## config.mk

```make
export PLATFORM = sky130hd
export DESIGN_NAME = wave_sequencer
export DESIGN_NICKNAME = d
export VERILOG_FILES = /design/src/hdl/wavegen_sample_pkg.sv /design/src/hdl/wave_sequencer.sv
export SDC_FILE = /design/constraint.sdc
export NUM_CORES = 1
export LEC_CHECK = 0
export ABC_CLOCK_PERIOD_IN_PS = 5900
export BUFFER_PORTS_ARGS = -buffer_cell sky130_fd_sc_hd__buf_2
export CAP_MARGIN = 20
export CORE_MARGIN = 2
export CORE_UTILIZATION = 56
export CTS_BUF_LIST = sky130_fd_sc_hd__clkbuf_4 sky130_fd_sc_hd__clkbuf_8 sky130_fd_sc_hd__clkbuf_16
export CTS_CLUSTER_SIZE = 10
export DETAILED_ROUTE_END_ITERATION = 7
export HOLD_SLACK_MARGIN = 0.02
export PLACE_DENSITY_LB_ADDON = 0.15
export SYNTH_ARGS = -nofsm -noshare
export SYNTH_HDL_FRONTEND = slang
export SYNTH_SLANG_ARGS = --single-unit
```

## constraint.sdc

```tcl
create_clock -name axi_clock -period 5.9 [get_ports axi_clock]
set_clock_uncertainty 0.05 [all_clocks]
set_input_delay 1.18 -clock axi_clock [delete_from_list [all_inputs] [get_ports axi_clock]]
set_output_delay 1.18 -clock axi_clock [all_outputs]
set_load 0.01 [all_outputs]
```

## src/hdl/wavegen_sample_pkg.sv

```systemverilog
`default_nettype none

package wavegen_sample_pkg;

    // one channel as software writes it, two's complement
    typedef logic signed [15:0] chan_sample_t;

    // a waveform word is stored as a plain 32-bit value but played
    // back as two channel samples
    typedef union packed {
        logic [31:0] raw;
        struct packed {
            chan_sample_t ch1; // upper half
            chan_sample_t ch0; // lower half
        } pair;
    } wave_word_u;

endpackage

`default_nettype wire

```

## src/hdl/wave_sequencer.sv

```systemverilog
`default_nettype none

module wave_sequencer
    import wavegen_sample_pkg::*;
#(
    parameter int ADDR_WIDTH = 11
) (
    input  wire                   axi_clock,
    input  wire                   rst_i,
    input  wire                   start_i,
    input  wire                   stop_i,
    input  wire [ADDR_WIDTH:0]    length_i,
    input  wire [31:0]            divider_i,
    input  wire wave_word_u       default_word_i,
    output logic                  busy_o,
    output logic                  rd_en_o,
    output logic [ADDR_WIDTH-1:0] rd_addr_o,
    input  wire [31:0]            rd_data_i,
    output wave_word_u            sample_word_o
);

    logic        run_q;     // rate counter active
    logic [31:0] rate_cnt;
    logic        rd_valid;  // rd_en delayed by the memory latency
    logic        fin_q;     // end marker, travels like a read
    logic        fin_d;
    logic        rate_tick;
    logic        last_addr;

    assign rate_tick = (rate_cnt + 32'd1) >= divider_i;
    assign last_addr = ({1'b0, rd_addr_o} + (ADDR_WIDTH+1)'(1)) >= length_i;

    always_ff @(posedge axi_clock) begin
        if (rst_i) begin
            busy_o    <= 1'b0;
            run_q     <= 1'b0;
            rate_cnt  <= '0;
            rd_en_o   <= 1'b0;
            rd_addr_o <= '0;
            rd_valid  <= 1'b0;
            fin_q     <= 1'b0;
            fin_d     <= 1'b0;
        end else begin
            rd_en_o  <= 1'b0;
            fin_q    <= 1'b0;
            rd_valid <= rd_en_o;
            fin_d    <= fin_q;
            if (start_i && length_i != '0) begin
                // also restarts a running waveform
                busy_o    <= 1'b1;
                run_q     <= 1'b1;
                rate_cnt  <= '0;
                rd_addr_o <= '0;
                rd_en_o   <= 1'b1;
                fin_d     <= 1'b0;
            end else if (stop_i || fin_d) begin
                busy_o <= 1'b0;
                run_q  <= 1'b0;
            end else if (run_q) begin
                if (rate_tick) begin
                    rate_cnt <= '0;
                    if (last_addr) begin
                        run_q <= 1'b0;
                        fin_q <= 1'b1; // default shows one period after last sample
                    end else begin
                        rd_addr_o <= rd_addr_o + ADDR_WIDTH'(1);
                        rd_en_o   <= 1'b1;
                    end
                end else begin
                    rate_cnt <= rate_cnt + 32'd1;
                end
            end
        end
    end

    // hold register, reads landing after a stop are dropped
    always_ff @(posedge axi_clock) begin
        if (rst_i) begin
            sample_word_o <= '0;
        end else if (!busy_o || stop_i || fin_d) begin
            sample_word_o <= default_word_i;
        end else if (rd_valid) begin
            sample_word_o.raw <= rd_data_i;
        end
    end

    assert property (@(posedge axi_clock) disable iff (rst_i)
        busy_o |-> {1'b0, rd_addr_o} < length_i)
        else $error("read address past programmed length");

endmodule

`default_nettype wire

```

==> reports/metrics.csv <==
metric,value,unit
result of the run,finished clean,
wire length of the first global-routing pass,21600,microns
"Slew Viols, Final",0,
total clock buffers created by CTS,9,
unrepaired setup endpoints after global routing,false,
clock transition at the registers of the reported paths,0.09,ns
f_max,201,MHz
post-synth top area share,31.6,%
min cycle time layout,4.98,ns
number of ports placed on the die boundary,157,
setup violators final,0,
worst-margin pin slew,0.986,ns
number of antenna violations at the first check in global routing,0,
worst min-delay path startpoint,fin_q,
critical path startpoint category,flip-flop,
number of buffers between clock root and the deepest sink,2,
most frequent cells after synthesis,"81 x dfxtp_1, 65 x nand2_1, 62 x nor2_1",
DRT antenna net count,0,
signed area change from the synthesized netlist to the final layout,19.7,%
row cnt,34,
met1 global-route usage,31.5,%
met3 layer usage reported by global route,5.34,%
detailed placement HPWL,9620,microns
final-layout setup total negative slack,0,ns
flip-flop and latch count after synthesis,81,
largest fanout on the critical path,9,
Starting Density,58.2,%
remaining global-route overflow,0,
kind of critical path,reg -> reg,
sequential fraction of the synthesis area,31.6,%
most common cell in the netlist,dfxtp_1,
via count of the routed design,5045,
relative slew slack,34.3,%
drt first-iter violations,188,
Root Buffer Master,clkbuf_8,
met2 track demand over resource,46.1,%
cell leakage power,2.82,nW
area of the die,9940,sq um
worst setup path startpoint,rate_cnt[3],
TritonCTS sink count,81,
count of yosys warnings during synthesis,0,
vias in the first global route,4965,
length of the first detailed-routing pass in iterations,4,
drt via density,5.71,
pin count of the biggest net entering global routing,65,
die height,99.7,microns
Worst Setup End Kind,flip-flop,
leading cell types by total area after synthesis,"dfxtp_1 32%, ha_1 11%, mux2i_1 6.4%",
Crit Reg-Reg Startpoint,rate_cnt[3],
final routed DRC violation total,0,
fill cell instance count of the final layout,731,
all-layer global routing usage,26.2,%
final core area utilization,69.7,%
clock tree from TritonCTS,built,
Mapped Nets,792,
hold bufs inserted after CTS,0,
data required time of the worst path,6.15,ns
share of async-settable or async-resettable flops after synthesis,0,%
cell count after synthesis,634,
final hold viol count,0,
Netlist cell types,49,
worst-case vdd ir drop,146,uV
final total power,1.13,mW
area taken by flip-flops and latches,1620,sq um
wire length reported by the detailed router,13000,microns
multi-input gate area in the final layout,3200,sq um
htree depth,3,
layout cells sized above 1,24.9,%
most used routing layer,met2,
antenna fix cells,0,
detail-routed net length per standard cell,14.7,microns
number of resized instances in the post-cts repair step,0,
number of I/O port buffers,156,
Yosys top cell by area,dfxtp_1,
placeable core region,8810,sq um
crit share post-route,84.3,%
die span in x,99.7,microns
power per cell area,185,nW/um^2
gpl congestion,0.845,
Worst Path Arrival,5.22,ns
cell area after technology mapping,5130,sq um
Synth Area per Inst,8.09,sq um
Total Nets Final,928,
clock insertion delay at the later pin of the skew report,0.35,ns
number of enable flip-flop cells after synthesis,0,
Post-CTS Repair Setup Buffers,0,
maximum capacitance violations,0,
dominant synthesized flop cell,dfxtp_1,
class of the most critical hold timing path,reg -> reg,
cells by family (layout without fill, tap and decap cells):
family                   Yosys count  in the layout  synth area share [%]
AO/OA/AOI/OAI                    119            119                  15.6
XOR/XNOR                          42             42                  7.17
adder cells (fa/ha/maj)           46             46                  11.2
buffers and inverters             79            220                  6.15
flip-flops                        81             81                  31.6
multiplexers                      33             33                  6.44
AND/OR/NAND/NOR                  234            234                  21.8
flip-flops by register name, summed over array words and instances (netlist names):
name           count
run_q              1
fin_d              1
rate_cnt          32
rd_valid           1
fin_q              1
rd_en_o            1
busy_o             1
sample_word_o     32
rd_addr_o         11
per-stage QoR:
step	setup WS [ns]	hold WS [ns]	cell area (sq um)	instances
finish	0.924	0.400	6140	883
global route	0.499	0.423	6140	883
CTS	0.982	0.405	6120	882
detailed placement	1.01	0.375	5920	866
global placement	1.22	0.366	5920	866
floorplan	1.82	0.356	5130	634
placed cells by master, fill, tap and decap left out, types with 4 or more instances in the layout:
master	count
buf_2	156
dfxtp_1	80
nand2_1	65
nor2_1	61
ha_1	46
inv_1	44
a21oi_1	38
nand3_1	34
a211oi_1	33
mux2i_1	33
xnor2_1	25
xor2_1	17
nor3_1	17
o21ai_0	17
and3_1	10
nand4_1	9
clkbuf_8	9
nor4_1	8
a22o_1	7
a31oi_1	6
nand2b_1	5
or3_2	4
cell type report:
| type | count | share of cell area, % |
|---|---|---|
| clock buffer | 11 | 2.26 |
| clock inverter | 5 | 0.917 |
| inverter | 44 | 2.69 |
| multi-input combinational | 474 | 52.1 |
| sequential | 81 | 26.4 |
| tap | 108 | 2.20 |
| timing repair buffer | 160 | 13.4 |
report_power, final:
| part | total [mW] | leakage (nW) | internal, mW | switching (mW) |
|---|---|---|---|---|
| Sequential | 0.576 | 0.663 | 0.564 | 0.0127 |
| Combinational | 0.147 | 2.06 | 0.0699 | 0.0768 |
| Clock | 0.410 | 0.100 | 0.205 | 0.206 |
critical path, cell delays in order, from the launching register on:
cell and delay [ns]:
dfxtp_1 0.48, nand4_1 0.29, nor3_1 0.53, nand4_1 0.42, nand2b_1 0.35, nand2b_1 0.23, xnor2_1 0.15, ha_1 0.31
a21oi_1 0.15, nand2_1 0.06, a221oi_1 0.33, o211ai_2 0.35, nor4_2 0.86, and3_1 0.26, a221o_1 0.10
final timing paths:
check	to	slack, ns	depth (start not counted)
max	rate_cnt[30]	0.92	14
min	fin_d	0.40	1
max reg2reg	rate_cnt[30]	0.92	14
min reg2reg	fin_d	0.40	1
metal layers:
| layer | vias up | wire, microns | part of all wire, % |
|---|---|---|---|
| li1 | 2505 | - | - |
| met1 | 2371 | 5560 | 43 |
| met2 | 148 | 6460 | 50 |
| met3 | 21 | 741 | 5.7 |
| met4 | 0 | 233 | 1.8 |
| met5 | - | 0 | 0 |
Power figures use the tool's default switching activity.
