### src/hdl/wavegen_sample_pkg.sv
`default_nettype none

package wavegen_sample_pkg;

    // one channel as software writes it, two's complement
    typedef logic signed [15:0] chan_sample_t;

    // a waveform word is stored as a plain 32-bit value but played
    // back as two channel samples
    typedef union packed {
        logic [31:0] raw;
        struct packed {
            chan_sample_t ch1; // upper half
            chan_sample_t ch0; // lower half
        } pair;
    } wave_word_u;

endpackage

`default_nettype wire

### src/hdl/dac_iq_interleave.sv
`default_nettype none

module dac_iq_interleave
    import wavegen_sample_pkg::*;
#(
    parameter int DAC_WIDTH = 14
) (
    input  wire                  axi_clock,
    input  wire                  rst_i,
    input  wire wave_word_u      sample_word_i,
    output logic                 dac_clk_o,
    output logic                 dac_rst_o,
    output logic                 dac_sel_o,  // high while ch0 is on the bus
    output logic                 dac_wrt_o,
    output logic [DAC_WIDTH-1:0] dac_dat_o
);

    logic       phase_q;
    wave_word_u latch_q; // keeps ch1 stable for its slot

    // two's complement to offset binary on the DAC width
    function automatic logic [DAC_WIDTH-1:0] to_offset_bin(input chan_sample_t s);
        return {~s[DAC_WIDTH-1], s[DAC_WIDTH-2:0]};
    endfunction

    assign dac_clk_o = phase_q;

    always_ff @(posedge axi_clock) begin
        if (rst_i) begin
            phase_q   <= 1'b0;
            dac_sel_o <= 1'b0;
            dac_wrt_o <= 1'b0;
            dac_rst_o <= 1'b1;
        end else begin
            phase_q   <= ~phase_q;
            dac_sel_o <= ~phase_q;
            dac_wrt_o <= 1'b1;
            dac_rst_o <= 1'b0; // released one cycle after rst_i
        end
    end

    always_ff @(posedge axi_clock) begin
        if (!phase_q) begin
            latch_q   <= sample_word_i;
            dac_dat_o <= to_offset_bin(sample_word_i.pair.ch0);
        end else begin
            dac_dat_o <= to_offset_bin(latch_q.pair.ch1);
        end
    end

    assert property (@(posedge axi_clock) disable iff (rst_i)
        !$past(rst_i) |-> dac_sel_o != $past(dac_sel_o))
        else $error("dac_sel_o did not alternate");

endmodule

`default_nettype wire

### config.mk
export PLATFORM = sky130hd
export DESIGN_NAME = dac_iq_interleave
export DESIGN_NICKNAME = d
export VERILOG_FILES = /design/src/hdl/wavegen_sample_pkg.sv /design/src/hdl/dac_iq_interleave.sv
export SDC_FILE = /design/constraint.sdc
export NUM_CORES = 1
export LEC_CHECK = 0
export ABC_AREA = 1
export BUFFER_PORTS_ARGS = -buffer_cell sky130_fd_sc_hd__buf_4
export CAP_MARGIN = 10
export CORE_AREA = 4 4 63 65
export DETAILED_ROUTE_END_ITERATION = 16
export DIE_AREA = 0 0 67 69
export PLACE_DENSITY = 0.56
export SYNTH_ARGS = -nofsm -noshare
export SYNTH_HDL_FRONTEND = slang
export SYNTH_SLANG_ARGS = --single-unit
### constraint.sdc
create_clock -name axi_clock -period 1.12 [get_ports axi_clock]
set_input_delay 0.056 -clock axi_clock [delete_from_list [all_inputs] [get_ports axi_clock]]
set_output_delay 0.056 -clock axi_clock [all_outputs]
set_load 0.02 [all_outputs]
==> flow_summary_export.csv, run 1 <==
group,metric,value,unit
synthesis,yosysTopAreaCellShare,41.9,%
timing,rsz0062_at_grt,"no",
synthesis,synth.area.mux_share,0,%
final_layout,antenna_cells,0,
final_layout,nets,196,
clocking,clock_path_buffers,2,
timing,drv_slew,0,
synthesis,synthXorXnorAreaFrac,0,%
global_route,overflow,0,
timing,relSlewSlack,84.3,%
drt,detail_route.wl_per_cell,9.66,um
power,total_power,2.62,mW
synthesis,synth_top_area_cell,"edfxtp_1",
setup_path,crit_fanout,17,
placement,dpl_cell_area,1370,sq um
die,boundaryPins,52,
die,core_area,3340,sq um
synthesis,ys_types,10,
drt,first_iter_violations,27,
synthesis,yosys_warnings,0,
setup_path,r2r_cells,1,
final_layout,final_common_cell,"buf_4",
setup_path,crit_path_end,"dac_clk_o",
final_layout,syn2layout_area_growth,75.9,%
synthesis,syn_nets,116,
run,drv_cap,0,
placement,port_buffers,47,
synthesis,yosys_register_bits,31,
setup_path,startpoint,"dac_clk_o$_SDFF_PP0_",
setup_path,worst_ep_required_time,1.06,ns
global_route,grt_pass1_wl,3050,um
setup_path,cp.arrival,1.00,ns
power,sw_frac_of_total,22.1,%
power,pwr-share-seq,49.8,%
clocking,htreeDepth,2,
setup_path,start_kind,"flip-flop",
power,power_frac_comb,15.9,%
drt,vias_per_cell,3.80,
drt,first_pass_iters,4,
synthesis,synth_top_family_by_area,"simple AND/OR/NAND/NOR gates",
die,die_h,69,um
power,power_density,1480,nW/um^2
placement,place.gp.congestion,0.614,
power,p_sw,0.580,mW
final_layout,drive_gt1_share,38.0,%
placement,dpl_worst_slack,0.245,ns
power,clock_power_share,34.3,%
final_layout,fin_cells,209,
global_route,grt_max_degree,29,
setup_path,reg2reg_to,"latch_q[21]$_DFFE_PN_",
timing,fin_crit,1.06,ns
setup_path,r2r-start,"dac_clk_o$_SDFF_PP0_",
timing,holdWs,0.391,ns
synthesis,yosys.area_share.simple,17.1,%
global_route,groute.usage.overall,9.10,%
placement,dp_hpwl,1340,um
die,row_count,21,
die,floorplan.initialDensity,30.0,%
die,die_w,67,um
setup_path,rrSetupSlack,0.24,ns
drt,drc,0,
drt,vias,794,
clocking,cts_setup_buffers,0,
power,ir_drop,0.870,mV
setup_path,crit_type,"reg -> out",
timing,worst_pin_slew,0.235,ns
timing,max_freq,0.947,GHz
clocking,cts.clk_slew.worst_paths,0.09,ns
synthesis,netlist_area,1000,sq um
clocking,cts-root-buf,"clkbuf_4",
timing,skew,0.00730,ns
synthesis,yosys-top-cells-area,"edfxtp_1 (42%), dfxtp_1 (34%), nand2_1 (14%), nand2_2 (2.5%), buf_6 (2.2%)",
placement,dp.cells,172,
final_layout,fin_util,52.8,%
global_route,antenna_found_initial,0,
synthesis,postSynthCellCount,82,
final_layout,design_area,1760,sq um
synthesis,avgSynthCellArea,12.2,sq um
power,p_leak,0.835,nW
final_layout,layout_common_cells,"buf_4 (47), nand2_1 (38), dlygate4sd3_1 (29), dfxtp_1 (16), edfxtp_1 (14)",
clocking,cts.sinks,31,
die,die-area,4620,sq um
timing,setup_violations,0,
clocking,numCtsBuffers,5,
synthesis,synth_compound_area_share,0,%
clocking,cts_tree,"yes",
global_route,grt_pass1_vias,724,
drt,drt_wl_total,2020,um
timing,hold_violations,0,
synthesis,synth_fa_ha_area_share,0,%
timing,fin_tns_setup,0,ns
outcome,outcome,"complete, no violations",
hold_path,hp-class,"in -> reg",
clocking,worstSkewPairLatency,0.33,ns
power,p_int,2.04,mW
timing,setup_slack,0.0637,ns
synthesis,synth-seq-area-share,75.9,%
timing,post-route-period-util,94.3,%
drt,detail-route-antenna-nets,0,
setup_path,end_kind,"output pin",
[how the worst min path moves through the flow]
stage,start,endpoint,cells after the start
after floorplan,rst_i,dac_rst_o$_DFF_P_,0
after global placement,rst_i,dac_rst_o$_DFF_P_,1
after detailed placement,rst_i,dac_rst_o$_DFF_P_,1
after CTS,rst_i,dac_rst_o$_DFF_P_,2
after global routing,rst_i,dac_rst_o$_DFF_P_,2
final,rst_i,dac_rst_o$_DFF_P_,2
[power by group through the flow]
stage               combinational (mW)  clock [mW]  sequential [mW]
finish                           0.417       0.897             1.30
detailed placement               0.337           0             1.33
global placement                 0.331           0             1.33
floorplan                        0.101           0             1.40
CTS                              0.422       0.943             1.30
global route                     0.451       0.984             1.31
[layer usage]
metal	vias to the layer above	global-route usage (%)	wire [um]
li1	415	-	-
met2	40	14.1	912
met3	8	4.06	210
met1	331	9.43	830
met4	0	6.76	63
met5	-	0	0
[flip-flops by register name, indices dropped and copies added, names as in the netlist]
signal     cells
dac_clk_o      1
dac_rst_o      1
dac_wrt_o      1
dac_dat_o     14
latch_q       14
[critical path, stage by stage, from the launching register on]
cell and delay, ns:
dfxtp_4 0.39, buf_12 0.15, buf_4 0.15
[cell type report]
type | count | area [sq um]
fill | 292 | 1570
sequential | 31 | 764
clock inverter | 2 | 35.0
inverter | 4 | 20.0
timing repair buffer | 77 | 663
multi-input combinational | 43 | 171
tap | 46 | 57.6
clock buffer | 6 | 51.3
[logic make-up (layout without fill, tap and decap cells)]
logic type / after synthesis / count (layout)
buffers and inverters: 8 / 89
flip-flops: 31 / 31
AND/OR/NAND/NOR: 43 / 43
[timing repair]
| item | 4_1_cts | 5_1_grt |
|---|---|---|
| setup endpoints to repair | 2 | 2 |
| cloned | 0 | 0 |
| hold endpoints to repair | 31 | 0 |
| resized for setup | 4 | 1 |
| hold buffers | 29 | 0 |
[cell usage after synthesis]
cell type,count
nand2_2,4
inv_6,1
edfxtp_1,14
inv_1,3
nand2_1,38
dfxtp_1,17
buf_12,1
buf_6,2
buf_4,1
nor2_1,1
Power figures use the tool's default switching activity.
==> run 2: changes to the inputs <==
--- a/config.mk
+++ b/config.mk
@@ -8,10 +8,10 @@
 export ABC_AREA = 1
 export BUFFER_PORTS_ARGS = -buffer_cell sky130_fd_sc_hd__buf_4
 export CAP_MARGIN = 10
-export CORE_AREA = 4 4 63 65
+export CORE_AREA = 4 4 56 58
 export DETAILED_ROUTE_END_ITERATION = 16
-export DIE_AREA = 0 0 67 69
-export PLACE_DENSITY = 0.56
+export DIE_AREA = 0 0 60 62
+export PLACE_DENSITY = 0.69
 export SYNTH_ARGS = -nofsm -noshare
 export SYNTH_HDL_FRONTEND = slang
 export SYNTH_SLANG_ARGS = --single-unit
==> run 2 against run 1 <==
Net effect:
- final cell count down 7.2%
- die area fell by 20%
- core utilization increased by 12 points
- flip-flop and latch count unchanged
- clock-buffer cell count rose by 1
- clock skew up 0.0035 ns
- sequential power hardly changed
- sequential share of layout area grew 0.75 points
- power decreased by 1.8%
- first-iteration DRC count down 22%
- worst setup slack gained 0.0045 ns
- design area decreased by 1.7%
- critical endpoint unchanged
==> flow_summary_export.csv, run 2 (synthesized netlist as in run 1, its figures left out) <==
group,metric,value,unit
drt,first_pass_iters,4,
clocking,htreeDepth,2,
placement,dpl_worst_slack,0.255,ns
final_layout,antenna_cells,0,
timing,hold_violations,0,
setup_path,worst_ep_required_time,1.06,ns
drt,drt_wl_total,2380,um
setup_path,crit_fanout,17,
drt,vias_per_cell,4.21,
clocking,clock_path_buffers,2,
clocking,cts_tree,"yes",
timing,drv_slew,0,
timing,fin_crit,1.05,ns
clocking,cts_setup_buffers,0,
die,core_area,2660,sq um
outcome,outcome,"complete, no violations",
global_route,grt_pass1_wl,3710,um
setup_path,start_kind,"flip-flop",
setup_path,cp_num_buf_inv,2,
power,ir_drop,0.974,mV
clocking,numCtsBuffers,5,
timing,setup_slack,0.0682,ns
run,drv_cap,0,
timing,max_freq,0.951,GHz
placement,place.gp.congestion,0.633,
setup_path,end_kind,"output pin",
placement,dp_hpwl,1340,um
die,row_count,19,
clocking,cts.sinks,31,
drt,detail-route-antenna-nets,0,
die,floorplan.initialDensity,37.6,%
final_layout,multiInputGateArea,171,sq um
final_layout,fillCellCount,202,
clocking,worstSkewPairLatency,0.33,ns
setup_path,crit_type,"reg -> out",
final_layout,layout_common_cells,"buf_4 (47), nand2_1 (38), dlygate4sd3_1 (29), dfxtp_1 (16), edfxtp_1 (14)",
setup_path,cp.arrival,1.00,ns
die,boundaryPins,52,
setup_path,critPathTopFamily,"flip-flops",
final_layout,drive_gt1_share,36.8,%
clocking,cts.clk_slew.worst_paths,0.09,ns
die,die-area,3720,sq um
final_layout,fin_util,65.1,%
drt,detail_route.wl_per_cell,12.3,um
timing,worst_pin_slew,0.228,ns
power,p_leak,0.826,nW
power,power_density,1480,nW/um^2
final_layout,syn2layout_area_growth,72.9,%
timing,skew,0.0108,ns
timing,holdWs,0.422,ns
global_route,groute.usage.overall,14.4,%
final_layout,reg.largest.list,"dac_dat_o x14, latch_q x14",
final_layout,final_common_cell,"buf_4",
drt,vias,816,
timing,fin_tns_setup,0,ns
final_layout,ff_latch_area,764,sq um
clocking,cts-root-buf,"clkbuf_4",
die,die_w,60,um
timing,post-route-period-util,93.9,%
setup_path,slowest_stage,"dfxtp_4",
setup_path,slowest_delay,0.39,ns
drt,first_iter_violations,21,
drt,drc,0,
global_route,grt_pass1_vias,828,
global_route,antenna_found_initial,0,
global_route,overflow,0,
global_route,grt_max_degree,29,
setup_path,crit_chain,"buf_12 > buf_4",
hold_path,hp-class,"in -> reg",
timing,rsz0062_at_grt,"no",
timing,relSlewSlack,84.8,%
die,die_h,62,um
final_layout,nets,196,
timing,setup_violations,0,
placement,port_buffers,47,
[run 2: changes by cell type in the layout (fill, tap and decap cells not counted)]
cell      change
clkbuf_8      -1
clkinv_2      -1
clkbuf_1      +2
[run 2: repair_timing]
item | in CTS | in global routing
hold buffers | 29 | 0
endpoints found under the setup margin | 2 | 2
gates resized for setup | 2 | 3
hold endpoints to repair | 31 | 0
[run 2: area by class of cell]
type / count / share of cell area, %
clock buffers: 7 / 2.60
clock inverters: 1 / 1.73
inverters: 4 / 1.16
multi-input cells: 43 / 9.89
flip-flops and latches: 31 / 44.1
well taps: 31 / 2.24
repair buffers: 77 / 38.3
[run 2: final timing paths]
kind | start | end | slack, ns | cells after the start
max | dac_clk_o$_SDFF_PP0_ | dac_clk_o | 0.07 | 2
min | rst_i | dac_rst_o$_DFF_P_ | 0.42 | 2
max reg2reg | dac_clk_o$_SDFF_PP0_ | latch_q[27]$_DFFE_PN_ | 0.25 | 1
min reg2reg | latch_q[19]$_DFFE_PN_ | dac_dat_o[3]$_DFF_P_ | 0.45 | 2
[run 2: power breakdown]
part	total [mW]	internal (mW)	switching, mW
Combinational	0.426	0.233	0.193
Clock	0.835	0.474	0.362
Sequential	1.31	1.28	0.0306
Total	2.57	1.99	0.585
[run 2: per-stage QoR]
step	std cells	total power, mW	area [sq um]
after global placement	157	1.66	1350
after floorplan	82	1.50	1000
final	194	2.57	1730
after global routing	194	2.69	1730
after detailed placement	157	1.67	1350
after CTS	194	2.58	1720
[run 2: per-layer routing]
layer	vias to the layer above	part of all wire, %	track usage (%)
met5	-	0	0
met4	0	0.84	5.70
met3	2	9.8	7.44
met2	37	49	23.8
met1	362	41	15.7
li1	415	-	-
