==> src/hdl/wavegen_reg_pkg.sv <==
`default_nettype none

package wavegen_reg_pkg;

    // AXI4-Lite byte address space of the register block
    localparam int reg_addr_width = 5;

    localparam logic [reg_addr_width-1:0] reg_ctrl      = 5'h00; // write-only
    localparam logic [reg_addr_width-1:0] reg_status    = 5'h04; // read-only
    localparam logic [reg_addr_width-1:0] reg_length    = 5'h08;
    localparam logic [reg_addr_width-1:0] reg_divider   = 5'h0C;
    localparam logic [reg_addr_width-1:0] reg_default   = 5'h10; // idle word
    localparam logic [reg_addr_width-1:0] reg_wave_addr = 5'h14; // load pointer
    localparam logic [reg_addr_width-1:0] reg_wave_data = 5'h18; // write-only

    // CTRL bits
    localparam int ctrl_start_bit = 0;
    localparam int ctrl_stop_bit  = 1;

    // STATUS bits
    localparam int status_busy_bit = 0;

    // smallest divider the sequencer can follow
    localparam logic [31:0] divider_min = 32'd2;

    // every access is answered with OKAY
    localparam logic [1:0] axil_resp_okay = 2'b00;

endpackage

`default_nettype wire

==> src/hdl/wavegen_sample_pkg.sv <==
`default_nettype none

package wavegen_sample_pkg;

    // one channel as software writes it, two's complement
    typedef logic signed [15:0] chan_sample_t;

    // a waveform word is stored as a plain 32-bit value but played
    // back as two channel samples
    typedef union packed {
        logic [31:0] raw;
        struct packed {
            chan_sample_t ch1; // upper half
            chan_sample_t ch0; // lower half
        } pair;
    } wave_word_u;

endpackage

`default_nettype wire

==> src/hdl/axil_wave_regs.sv <==
`default_nettype none

module axil_wave_regs
    import wavegen_reg_pkg::*;
    import wavegen_sample_pkg::*;
#(
    parameter int ADDR_WIDTH = 11
) (
    input  wire                        axi_clock,
    input  wire                        rst_i,
    // write address / data / response
    input  wire [reg_addr_width-1:0]   s_awaddr_i,
    input  wire                        s_awvalid_i,
    output logic                       s_awready_o,
    input  wire [31:0]                 s_wdata_i,
    input  wire [3:0]                  s_wstrb_i,
    input  wire                        s_wvalid_i,
    output logic                       s_wready_o,
    output logic [1:0]                 s_bresp_o,
    output logic                       s_bvalid_o,
    input  wire                        s_bready_i,
    // read address / data
    input  wire [reg_addr_width-1:0]   s_araddr_i,
    input  wire                        s_arvalid_i,
    output logic                       s_arready_o,
    output logic [31:0]                s_rdata_o,
    output logic [1:0]                 s_rresp_o,
    output logic                       s_rvalid_o,
    input  wire                        s_rready_i,
    // to the sequencer
    output logic                       start_o,
    output logic                       stop_o,
    output logic [ADDR_WIDTH:0]        length_o,
    output logic [31:0]                divider_o,
    output wave_word_u                 default_word_o,
    input  wire                        busy_i,
    // to the waveform memory
    output logic                       wave_we_o,
    output logic [ADDR_WIDTH-1:0]      wave_waddr_o,
    output logic [31:0]                wave_wdata_o
);

    logic                  wr_ready_q; // shared by aw and w channels
    logic                  wr_fire;
    logic                  rd_fire;
    logic [ADDR_WIDTH:0]   length_q;
    logic [31:0]           divider_q;
    wave_word_u            default_q;
    logic [ADDR_WIDTH-1:0] wave_addr_q;
    logic [31:0]           rdata_mux;

    assign s_awready_o = wr_ready_q;
    assign s_wready_o  = wr_ready_q;
    assign s_bresp_o   = axil_resp_okay;
    assign s_rresp_o   = axil_resp_okay;

    assign wr_fire = wr_ready_q & s_awvalid_i & s_wvalid_i;
    assign rd_fire = s_arready_o & s_arvalid_i;

    // write channel, one request in flight
    always_ff @(posedge axi_clock) begin
        if (rst_i) begin
            wr_ready_q <= 1'b0;
            s_bvalid_o <= 1'b0;
        end else begin
            wr_ready_q <= ~wr_ready_q & s_awvalid_i & s_wvalid_i & ~s_bvalid_o;
            if (wr_fire) begin
                s_bvalid_o <= 1'b1;
            end else if (s_bready_i) begin
                s_bvalid_o <= 1'b0;
            end
        end
    end

    always_ff @(posedge axi_clock) begin
        if (rst_i) begin
            start_o     <= 1'b0;
            stop_o      <= 1'b0;
            length_q    <= '0;
            divider_q   <= divider_min;
            default_q   <= '0;
            wave_addr_q <= '0;
        end else begin
            start_o <= wr_fire && (s_awaddr_i == reg_ctrl) && s_wdata_i[ctrl_start_bit];
            stop_o  <= wr_fire && (s_awaddr_i == reg_ctrl) && s_wdata_i[ctrl_stop_bit];
            if (wr_fire) begin
                case (s_awaddr_i)
                    reg_length:    length_q <= s_wdata_i[ADDR_WIDTH:0];
                    reg_divider:   divider_q <= (s_wdata_i < divider_min) ? divider_min
                                                                          : s_wdata_i;
                    reg_default:   default_q.raw <= s_wdata_i;
                    reg_wave_addr: wave_addr_q <= s_wdata_i[ADDR_WIDTH-1:0];
                    reg_wave_data: wave_addr_q <= wave_addr_q + ADDR_WIDTH'(1); // auto-inc
                    default: ;
                endcase
            end
        end
    end

    // memory write goes out with the accepted data beat
    assign wave_we_o    = wr_fire && (s_awaddr_i == reg_wave_data);
    assign wave_waddr_o = wave_addr_q;
    assign wave_wdata_o = s_wdata_i;

    assign length_o       = length_q;
    assign divider_o      = divider_q;
    assign default_word_o = default_q;

    always_comb begin
        rdata_mux = '0; // unmapped and write-only offsets
        case (s_araddr_i)
            reg_status:    rdata_mux[status_busy_bit] = busy_i;
            reg_length:    rdata_mux = 32'(length_q);
            reg_divider:   rdata_mux = divider_q;
            reg_default:   rdata_mux = default_q.raw;
            reg_wave_addr: rdata_mux = 32'(wave_addr_q);
            default: ;
        endcase
    end

    // read channel
    always_ff @(posedge axi_clock) begin
        if (rst_i) begin
            s_arready_o <= 1'b0;
            s_rvalid_o  <= 1'b0;
        end else begin
            s_arready_o <= ~s_arready_o & s_arvalid_i & ~s_rvalid_o;
            if (rd_fire) begin
                s_rvalid_o <= 1'b1;
            end else if (s_rready_i) begin
                s_rvalid_o <= 1'b0;
            end
        end
    end

    always_ff @(posedge axi_clock) begin
        if (rd_fire) begin
            s_rdata_o <= rdata_mux;
        end
    end

    // responses only ever follow an accepted request
    assert property (@(posedge axi_clock) disable iff (rst_i)
        $rose(s_bvalid_o) |-> $past(wr_fire))
        else $error("bvalid without accepted write");
    assert property (@(posedge axi_clock) disable iff (rst_i)
        $rose(s_rvalid_o) |-> $past(rd_fire))
        else $error("rvalid without accepted read");

    // whole-word writes only, byte lanes are not decoded
    assert property (@(posedge axi_clock) disable iff (rst_i)
        wr_fire |-> s_wstrb_i == 4'hF)
        else $error("partial write strobe not supported");

endmodule

`default_nettype wire

==> config.mk <==
export PLATFORM = sky130hd
export DESIGN_NAME = axil_wave_regs
export DESIGN_NICKNAME = d
export VERILOG_FILES = /design/src/hdl/wavegen_reg_pkg.sv /design/src/hdl/wavegen_sample_pkg.sv /design/src/hdl/axil_wave_regs.sv
export SDC_FILE = /design/constraint.sdc
export NUM_CORES = 1
export LEC_CHECK = 0
export BUFFER_PORTS_ARGS = -buffer_cell sky130_fd_sc_hd__buf_2
export CORE_MARGIN = 2
export CORE_UTILIZATION = 52
export CTS_CLUSTER_DIAMETER = 100
export CTS_CLUSTER_SIZE = 25
export DETAILED_ROUTE_END_ITERATION = 8
export PLACE_DENSITY = 0.85
export SLEW_MARGIN = 20
export SYNTH_ARGS = -nofsm -noshare
export SYNTH_HDL_FRONTEND = slang
export SYNTH_SLANG_ARGS = --single-unit
==> constraint.sdc <==
create_clock -name axi_clock -period 4.2 [get_ports axi_clock]
set_input_delay 0.21 -clock axi_clock [delete_from_list [all_inputs] [get_ports axi_clock]]
set_output_delay 0.21 -clock axi_clock [all_outputs]
set_load 0.02 [all_outputs]
==> results.sh, run 1 <==
export IMPL_setup_tns_ps=0
export IMPL_place_detailed_hpwl_um=11200
export IMPL_synth_sequential_area_ratio_pct=51.9
export IMPL_ys_warn_count=0
export IMPL_power_ir_vdd_worst_v=0.000256
export IMPL_drt_wirelength_per_cell_um=18.9
export IMPL_dominantRegCellSynth="dfxtp_1"
export IMPL_synth_ff_latch_count=125
export IMPL_final_period_utilization_pct=62.3
export IMPL_yosysMostFrequentCell="nand2_1"
export IMPL_rsz0062_at_grt="no"
export IMPL_slowest_cell_on_the_critical_path="or4_2"
export IMPL_numCtsBuffers=17
export IMPL_antenna_found_initial=0
export IMPL_ctsResizeCount=0
export IMPL_avgSynthCellArea_um2=9.55
export IMPL_synth_area_top_cells="dfxtp_1, edfxtp_1, mux2i_1"
export IMPL_detail_route_antenna_nets=0
export IMPL_reg2reg_from="s_awready_o"
export IMPL_max_stage_delay_ps=1260
export IMPL_drv_max_cap_violation_count=0
export IMPL_port_buffers=208
export IMPL_synth_top_area_cell="dfxtp_1"
export IMPL_timing_max_transition_violations_final=0
export IMPL_fraction_of_registers_with_async_set_or_reset_after_synthesis_pct=0
export IMPL_min_from="s_wdata_i[9]"
export IMPL_r2r_slack_ps=1580
export IMPL_routed_via_count=5236
export IMPL_ios=217
export IMPL_synth_edf_count=32
export IMPL_synth_cell_types=46
export IMPL_first_global_vias=4918
export IMPL_critPathCaptureType="flop"
export IMPL_postSynthCellCount=570
export IMPL_global_route_overflow_total=0
export IMPL_yosys_top_cells_count="nand2_1, dfxtp_1, nor2_1"
export IMPL_post_place_cells=847
export IMPL_drt_initial_drc_count=517
export IMPL_design_core_area_um2=10200
export IMPL_detail_route_wirelength_um=17200
export IMPL_gp_congestion=0.870
export IMPL_detail_route_drc_violations=0
export IMPL_cts_tree="done"
export IMPL_area_of_the_die_um2=11300
export IMPL_critPathMaxFanout=32
export IMPL_clock_skew_ps=7.27
export IMPL_rr_worst_depth=4
export IMPL_setup_viol_count_final=0
export IMPL_groute_usage_overall_pct=29.9
export IMPL_static_leakage_power_uw=0.00346
export IMPL_outcome="complete, no violations"
export IMPL_numClockSinks=125
export IMPL_crit_path_cell_trace="nand3_1 > or4_2 > mux2i_1 > nor2_1"
export IMPL_grt_pass1_wl_um=26000
export IMPL_min_path_cells=3
export IMPL_non_filler_cells_in_the_finished_layout=911
export IMPL_cp_data_arrival_time_ps=3000
export IMPL_layout_drive_gt1_share_pct=32.4
export IMPL_dr_pass1_iters=8
export IMPL_die_h_um=106
export IMPL_timing_hold_worst_endpoint="divider_o[9]"
export IMPL_worstSetupPathType="reg2reg"
export IMPL_worst_setup_hold_path_clk_slew_ps=60
export IMPL_cts_repair_timing_setup_buffer_count=0
export IMPL_final_fill_count=775
export IMPL_worst_path_buf_inv=0
export IMPL_regToRegEndpoint="default_word_o[26]"
export IMPL_cp_start_kind="flop"
export IMPL_final_nets=816
export IMPL_cts_root_buffer_cell="clkbuf_8"
export IMPL_grt_max_degree=47
export IMPL_period_minus_slack_ps=2620
export IMPL_pwr_density_cell_nw_per_um2=400
export IMPL_syn2layout_area_growth_pct=32.1
export IMPL_floorplan_rows=37
export IMPL_initial_core_util_pct=53.2
export IMPL_fmaxAchievable_ghz=0.382
export IMPL_critical_path_top_delay_family="simple AND/OR/NAND/NOR gates"
export IMPL_worst_slew_pin_transition_ps=1140
export IMPL_count_of_final_hold_check_violations=0
export IMPL_vias_cell=5.75
export IMPL_insertion_delay_ps=530
export IMPL_hold_class="in2reg"
export IMPL_synth_cell_area_um2=5440
export IMPL_fp_dieW_um=106
export IMPL_yosysTopAreaCellShare_pct=34.2
export IMPL_clk_path_buf_depth=2
export IMPL_ctsHtreeMaxLevel=4
export IMPL_slew_headroom_pct=24.0
export IMPL_timing_critical_path_required_ps=4580
final cells by class:
class / count / area [um2] / share of cell area, %
antenna: 1 / 2.50 / 0.0348
clock inverter: 12 / 136 / 1.90
clock buffer: 20 / 457 / 6.35
sequential: 125 / 2820 / 39.3
timing repair buffer: 246 / 1400 / 19.5
tap: 136 / 170 / 2.37
inverter: 7 / 26.3 / 0.366
multi-input combinational: 364 / 2170 / 30.2
report_power, final:
part	switching, uW	internal, uW
registers	2.83	1240
logic	117	62.6
clock network	556	899
total	676	2200
worst register-to-register path, delay by kind of cell, from the launching register on:
kind	cells	cell delay [ps]
DFF	1	430
muxes	1	390
and+or+nand+nor	3	1660
kinds of logic after synthesis:
group	synth area share (%)
and+or+nand+nor	17.0
AOI/OAI and AO/OA	13.2
adders and majority gates	0.230
DFF	51.9
muxes	8.65
other	0.0689
buffers and inverters	8.83
xor gates and xnor gates	0.161
stage by stage:
| stage | hold WS (ps) | total power (uW) | setup slack (ps) | utilization [%] | instance area, um2 |
|---|---|---|---|---|---|
| 5_1_grt | 24.4 | 2950 | 1490 | 70.2 | 7180 |
| 6_report | 14.8 | 2870 | 1580 | 70.2 | 7190 |
| 3_3_place_gp | 420 | 1410 | 1480 | 61.4 | 6280 |
| 2_1_floorplan | 329 | 1370 | 2280 | - | 5450 |
| 3_5_place_dp | 438 | 1420 | 1420 | 61.4 | 6280 |
| 4_1_cts | 1.26 | 2870 | 1700 | 70.2 | 7180 |
per-layer routing:
layer / share of wire, % / track usage (%) / wire (um) / vias to the layer above
met5: 0 / 0 / 0 / -
met4: 3.2 / 15.2 / 544 / 0
met3: 9.0 / 6.01 / 1550 / 47
met2: 49 / 48.6 / 8430 / 347
met1: 39 / 37.9 / 6670 / 2457
li1: - / - / - / 2385
sequential cells by signal, indices dropped and copies added (netlist names):
signal,cells
default_word_o,32
divider_o,32
length_o,12
s_arready_o,1
s_awready_o,1
s_bvalid_o,1
s_rdata_o,32
s_rvalid_o,1
start_o,1
stop_o,1
wave_waddr_o,11
worst max-delay path by stage:
stage | from | to | slack, ps | cells past startpoint
final | s_awready_o | default_word_o[26] | 1580 | 4
after global placement | s_awaddr_i[1] | default_word_o[25] | 1480 | 5
after detailed placement | s_awaddr_i[1] | default_word_o[21] | 1420 | 5
after floorplan | s_awready_o | length_o[1] | 2280 | 7
after global routing | s_awready_o | default_word_o[28] | 1490 | 4
after CTS | s_awready_o | default_word_o[23] | 1700 | 4
timing repair:
item	4_1_cts	5_1_grt
endpoints found under the hold margin	51	0
setup endpoints to repair	0	0
hold buffers	31	0
placed cells by master (no fill, tap or decap), types with 3 or more instances in the layout:
cell type	instances
a21oi_1	39
a222oi_1	11
a22o_1	20
a31oi_1	3
a32o_1	3
and2_1	3
and4_1	4
buf_2	208
buf_4	7
clkbuf_16	17
clkinv_4	4
clkinvlp_4	3
conb_1	4
dfxtp_1	93
dlygate4sd3_1	31
edfxtp_1	32
inv_1	7
mux2i_1	47
nand2_1	94
nand2b_1	3
nand3_1	6
nand4_1	3
nor2_1	56
nor3_1	6
nor4_1	17
o21a_1	3
o21ai_0	12
o21ai_1	3
o41ai_1	3
(Power assumes the default switching activity.)
==> run 2: changes to the inputs <==
--- a/config.mk
+++ b/config.mk
@@ -7,11 +7,11 @@
 export LEC_CHECK = 0
 export BUFFER_PORTS_ARGS = -buffer_cell sky130_fd_sc_hd__buf_2
 export CORE_MARGIN = 2
-export CORE_UTILIZATION = 52
+export CORE_UTILIZATION = 44
 export CTS_CLUSTER_DIAMETER = 100
 export CTS_CLUSTER_SIZE = 25
 export DETAILED_ROUTE_END_ITERATION = 8
-export PLACE_DENSITY = 0.85
+export PLACE_DENSITY = 0.77
 export SLEW_MARGIN = 20
 export SYNTH_ARGS = -nofsm -noshare
 export SYNTH_HDL_FRONTEND = slang
==> constraint.sdc (replaced) <==
create_clock -name axi_clock -period 2.2 [get_ports axi_clock]
set_input_delay 0.11 -clock axi_clock [delete_from_list [all_inputs] [get_ports axi_clock]]
set_output_delay 0.11 -clock axi_clock [all_outputs]
set_load 0.02 [all_outputs]
==> run 2 against run 1 <==
Count of clock-buffer cells in the layout stayed put. Sequential power grew 91%. Worst setup slack worse by 1300 ps. Worst hold slack improved by 2.3 ps. Sequential share of layout area down 0.90 points. Critical path depth grew 1.
==> results.sh, run 2 (synthesized netlist as in run 1, its figures left out) <==
export IMPL_syn2layout_area_growth_pct=35.2
export IMPL_power_ir_vdd_worst_v=0.000447
export IMPL_antenna_found_initial=0
export IMPL_dr_pass1_iters=7
export IMPL_pwr_density_cell_nw_per_um2=788
export IMPL_crit_path_cell_trace="nand3_1 > buf_4 > or3b_2 > mux2i_1 > nor2_1"
export IMPL_period_minus_slack_ps=1900
export IMPL_final_period_utilization_pct=86.5
export IMPL_critPathCaptureType="flop"
export IMPL_setup_tns_ps=0
export IMPL_max_stage_delay_ps=720
export IMPL_global_route_overflow_total=0
export IMPL_placement_setup_worst_slack_ps=231
export IMPL_layout_setup_ws_ps=297
export IMPL_cts_root_buffer_cell="clkbuf_16"
export IMPL_ios=217
export IMPL_die_h_um=115
export IMPL_r2r_slack_ps=300
export IMPL_final_nets=825
export IMPL_insertedDiodeCount=0
export IMPL_worst_setup_hold_path_clk_slew_ps=60
export IMPL_mostFrequentLayoutCell="buf_2"
export IMPL_numCtsBuffers=17
export IMPL_numClockSinks=125
export IMPL_cp_start_kind="flop"
export IMPL_timing_hold_worst_endpoint="divider_o[20]"
export IMPL_worst_path_buf_inv=1
export IMPL_drv_max_cap_violation_count=0
export IMPL_internal_power_uw=4520
export IMPL_floorplan_rows=40
export IMPL_min_from="s_wdata_i[20]"
export IMPL_fmaxAchievable_ghz=0.525
export IMPL_cp_data_arrival_time_ps=2180
export IMPL_rsz0062_at_grt="no"
export IMPL_rr_worst_depth=5
export IMPL_slowest_cell_on_the_critical_path="or3b_2"
export IMPL_hold_buf_cts=30
export IMPL_fp_dieW_um=115
export IMPL_grt_max_degree=45
export IMPL_slew_headroom_pct=64.8
export IMPL_regToRegEndpoint="length_o[6]"
export IMPL_design_core_area_um2=12100
export IMPL_place_detailed_hpwl_um=11700
export IMPL_top_library_cells_by_usage_in_the_layout_fill_and_taps_aside="buf_2, nand2_1, dfxtp_1"
export IMPL_critical_path_top_delay_family="simple AND/OR/NAND/NOR gates"
export IMPL_layout_core_utilization_pct=61.0
export IMPL_insertion_delay_ps=420
export IMPL_count_of_final_hold_check_violations=0
export IMPL_groute_usage_overall_pct=26.1
export IMPL_final_fill_count=994
export IMPL_grt_pass1_wl_um=26200
export IMPL_clock_skew_ps=11.4
export IMPL_detail_route_drc_violations=0
export IMPL_critPathMaxFanout=12
export IMPL_timing_critical_path_required_ps=2480
export IMPL_hold_class="in2reg"
export IMPL_worstSetupPathType="reg2reg"
export IMPL_ctsResizeCount=0
export IMPL_detail_route_antenna_nets=0
export IMPL_ctsHtreeMaxLevel=4
export IMPL_clkPwrFrac_pct=53.2
export IMPL_cts_repair_timing_setup_buffer_count=0
export IMPL_drt_initial_drc_count=517
export IMPL_drt_wirelength_per_cell_um=18.3
export IMPL_area_of_the_die_um2=13300
export IMPL_static_leakage_power_uw=0.00353
export IMPL_port_buffers=208
export IMPL_cts_tree="done"
export IMPL_setup_viol_count_final=0
export IMPL_p_switching_uw=1280
export IMPL_vias_cell=5.49
export IMPL_clk_path_buf_depth=2
export IMPL_p_seq_share_pct=40.8
export IMPL_layout_drive_gt1_share_pct=33.5
export IMPL_routed_via_count=5220
export IMPL_switching_share_pct=22.0
export IMPL_first_global_vias=4941
export IMPL_initial_core_util_pct=45.1
export IMPL_worst_slew_pin_transition_ps=528
export IMPL_detail_route_wirelength_um=17400
export IMPL_power_share_combinational_pct=6.0
export IMPL_timing_max_transition_violations_final=0
export IMPL_reg2reg_from="s_awready_o"
export IMPL_final_layout_worst_hold_slack_ps=17.2
export IMPL_gp_congestion=0.858
export IMPL_outcome="complete, no violations"
export IMPL_min_path_cells=3
==> run 2: cell types whose count changed in the layout (fill, tap and decap cells not counted), moves of 2 or more <==
cell       delta
buf_4        +10
clkbuf_16     +2
clkinv_4      -2
bufinv_16     +2
clkbuf_8      -2
==> run 2: worst reg2reg max path: cells and delay by family (launching register included) <==
| family | cells | cell delay, ps |
|---|---|---|
| muxes | 1 | 240 |
| and+or+nand+nor | 3 | 940 |
| buffers and inverters | 1 | 200 |
| DFF | 1 | 380 |
==> run 2: cell type report <==
class                      count  area [um2]  area share (%)
timing repair buffer         255        1470            20.0
clock buffer                  20         479            6.51
tap                          168         210            2.86
multi-input combinational    364        2170            29.5
sequential                   125        2820            38.4
inverter                       7        26.3           0.357
clock inverter                12         180            2.45
==> run 2: layer usage <==
layer / global-route usage [%] / wire, um
met5: 0 / 0
met3: 6.64 / 1190
met1: 32.7 / 7230
met4: 11.1 / 523
met2: 42.7 / 8430
==> run 2: how the worst max path moves through the flow <==
stage / from / to / slack (ps) / cells past startpoint
floorplan: s_awready_o / length_o[1] / 280 / 7
global placement: s_awaddr_i[1] / default_word_o[24] / 270 / 6
detailed placement: s_awaddr_i[1] / default_word_o[27] / 230 / 6
CTS: s_awready_o / default_word_o[20] / 320 / 5
global route: s_awready_o / length_o[5] / 180 / 5
finish: s_awready_o / length_o[6] / 300 / 5
==> run 2: through the flow <==
stage | total power, uW | area (um2) | cells
global route | 5950 | 7360 | 951
CTS | 5810 | 7360 | 951
detailed placement | 2710 | 6400 | 889
floorplan | 2610 | 5450 | 573
global placement | 2710 | 6400 | 889
finish | 5800 | 7360 | 951
==> run 2: power groups by stage <==
stage               Sequential [uW]  Combinational (uW)  Clock, uW
finish                         2370                 346       3080
global route                   2370                 367       3210
CTS                            2370                 340       3100
detailed placement             2420                 298          0
global placement               2420                 293          0
floorplan                      2430                 178          0
==> run 3: changes to the inputs <==
--- a/config.mk
+++ b/config.mk
@@ -11,6 +11,7 @@
 export CTS_CLUSTER_DIAMETER = 100
 export CTS_CLUSTER_SIZE = 25
 export DETAILED_ROUTE_END_ITERATION = 8
+export GPL_TIMING_DRIVEN = 0
 export PLACE_DENSITY = 0.77
 export SLEW_MARGIN = 20
 export SYNTH_ARGS = -nofsm -noshare
==> run 3 against run 2 <==
Count of clock-buffer cells in the layout unchanged. Combinational power up 15%. Critical path type unchanged. Worst hold slack better by 3.7 ps.
==> results.sh, run 3 (synthesized netlist as in run 1, its figures left out) <==
export IMPL_outcome="complete, no violations"
export IMPL_clock_skew_ps=8.98
export IMPL_ctsHtreeMaxLevel=4
export IMPL_critPathCaptureType="flop"
export IMPL_cts_tree="done"
export IMPL_insertedDiodeCount=0
export IMPL_worst_slew_pin_transition_ps=947
export IMPL_fp_dieW_um=115
export IMPL_place_detailed_hpwl_um=12700
export IMPL_detail_route_drc_violations=0
export IMPL_dr_pass1_iters=7
export IMPL_die_h_um=115
export IMPL_cp_start_kind="flop"
export IMPL_setup_viol_count_final=0
export IMPL_grt_pass1_wl_um=26700
export IMPL_crit_path_cell_trace="nand3_1 > clkbuf_2 > or3b_2 > clkbuf_1 > buf_2 > mux2i_1 > nor2_1"
export IMPL_critical_path_top_delay_family="simple AND/OR/NAND/NOR gates"
export IMPL_routed_via_count=5368
export IMPL_insertion_delay_ps=410
export IMPL_cp_data_arrival_time_ps=2300
export IMPL_clk_path_buf_depth=2
export IMPL_critPathMaxFanout=10
export IMPL_cts_root_buffer_cell="clkbuf_16"
export IMPL_drt_wirelength_per_cell_um=17.7
export IMPL_post_place_cells=947
export IMPL_static_leakage_power_uw=0.00364
export IMPL_layout_setup_ws_ps=163
export IMPL_gp_congestion=0.920
export IMPL_final_period_utilization_pct=92.6
export IMPL_pwr_density_cell_nw_per_um2=722
export IMPL_grt_max_degree=23
export IMPL_non_filler_cells_in_the_finished_layout=1006
export IMPL_placement_setup_worst_slack_ps=81.4
export IMPL_numCtsBuffers=17
export IMPL_power_ir_vdd_worst_v=0.000404
export IMPL_drt_initial_drc_count=452
export IMPL_port_buffers=205
export IMPL_global_route_overflow_total=0
export IMPL_slew_headroom_pct=36.3
export IMPL_area_of_the_die_um2=13300
export IMPL_initial_core_util_pct=45.1
export IMPL_cts_repair_timing_setup_buffer_count=0
export IMPL_first_global_vias=4924
export IMPL_antenna_found_initial=0
export IMPL_design_core_area_um2=12100
export IMPL_worstSetupPathType="reg2reg"
export IMPL_layout_drive_gt1_share_pct=33.9
export IMPL_ios=217
export IMPL_setup_tns_ps=0
export IMPL_slowest_cell_on_the_critical_path="or3b_2"
export IMPL_worst_setup_hold_path_clk_slew_ps=60
export IMPL_count_of_final_hold_check_violations=0
export IMPL_floorplan_rows=40
export IMPL_syn2layout_area_growth_pct=39.1
export IMPL_period_minus_slack_ps=2040
export IMPL_rsz0062_at_grt="no"
export IMPL_timing_max_transition_violations_final=0
export IMPL_max_stage_delay_ps=520
export IMPL_mostFrequentLayoutCell="buf_2"
export IMPL_detail_route_antenna_nets=0
export IMPL_hold_class="in2reg"
export IMPL_final_nets=880
export IMPL_vias_cell=5.34
export IMPL_detail_route_wirelength_um=17800
export IMPL_worst_path_buf_inv=3
export IMPL_timing_critical_path_required_ps=2470
export IMPL_top_library_cells_by_usage_in_the_layout_fill_and_taps_aside="buf_2, nand2_1, dfxtp_1"
export IMPL_numClockSinks=125
export IMPL_fmaxAchievable_ghz=0.491
export IMPL_groute_usage_overall_pct=26.4
export IMPL_drv_max_cap_violation_count=0
-- run 3: path summary, 6_finish.rpt --
kind           startpoint            to  slack [ps]  cells past startpoint
min          s_wdata_i[6]  divider_o[6]          20                      3
min reg2reg   s_arready_o   s_arready_o         460                      1
max           s_awready_o   length_o[1]         160                      7
max reg2reg   s_awready_o   length_o[1]         160                      7
-- run 3: metrics by stage --
| step | area, um2 | hold slack [ps] | utilization [%] | total power, uW |
|---|---|---|---|---|
| final | 7570 | 20.8 | 62.8 | 5460 |
| after global routing | 7570 | 13.2 | 62.8 | 5620 |
| after CTS | 7570 | 3.90 | 62.7 | 5480 |
| after detailed placement | 6720 | 366 | 55.7 | 2770 |
| after global placement | 6690 | 357 | 55.5 | 2770 |
| after floorplan | 5450 | 229 | - | 2610 |
-- run 3: report_power, final --
group | internal (uW) | switching, uW | leakage (uW)
Combinational | 160 | 239 | 0.00228
Sequential | 2360 | 5.29 | 0.00109
Clock | 1650 | 1050 | 0.000270
Total | 4180 | 1290 | 0.00364
-- run 3: area by class of cell --
cell class,instances,area [um2]
buffer,77,455
clock buffer,20,468
clock inverter,12,113
fill,1051,4490
inverter,7,26.3
multi-input combinational,364,2150
sequential,125,2820
tap,168,210
timing repair buffer,233,1320
-- run 3: routing by layer --
layer | part of all wire (%) | wire length [um] | track usage (%)
met4 | 2.7 | 475 | 10.6
met2 | 47 | 8450 | 41.4
met3 | 5.9 | 1060 | 4.80
met1 | 44 | 7820 | 36.4
met5 | 0 | 0 | 0
-- run 3: timing repair --
item	in CTS	in global routing
hold endpoints to repair	37	0
resized for setup	0	2
hold buffers	27	0
endpoints found under the setup margin	0	4
-- run 3: tightest hold or removal path: stages --
cell and delay, ps:
buf_2 150, nand2_1 70, a21oi_1 50
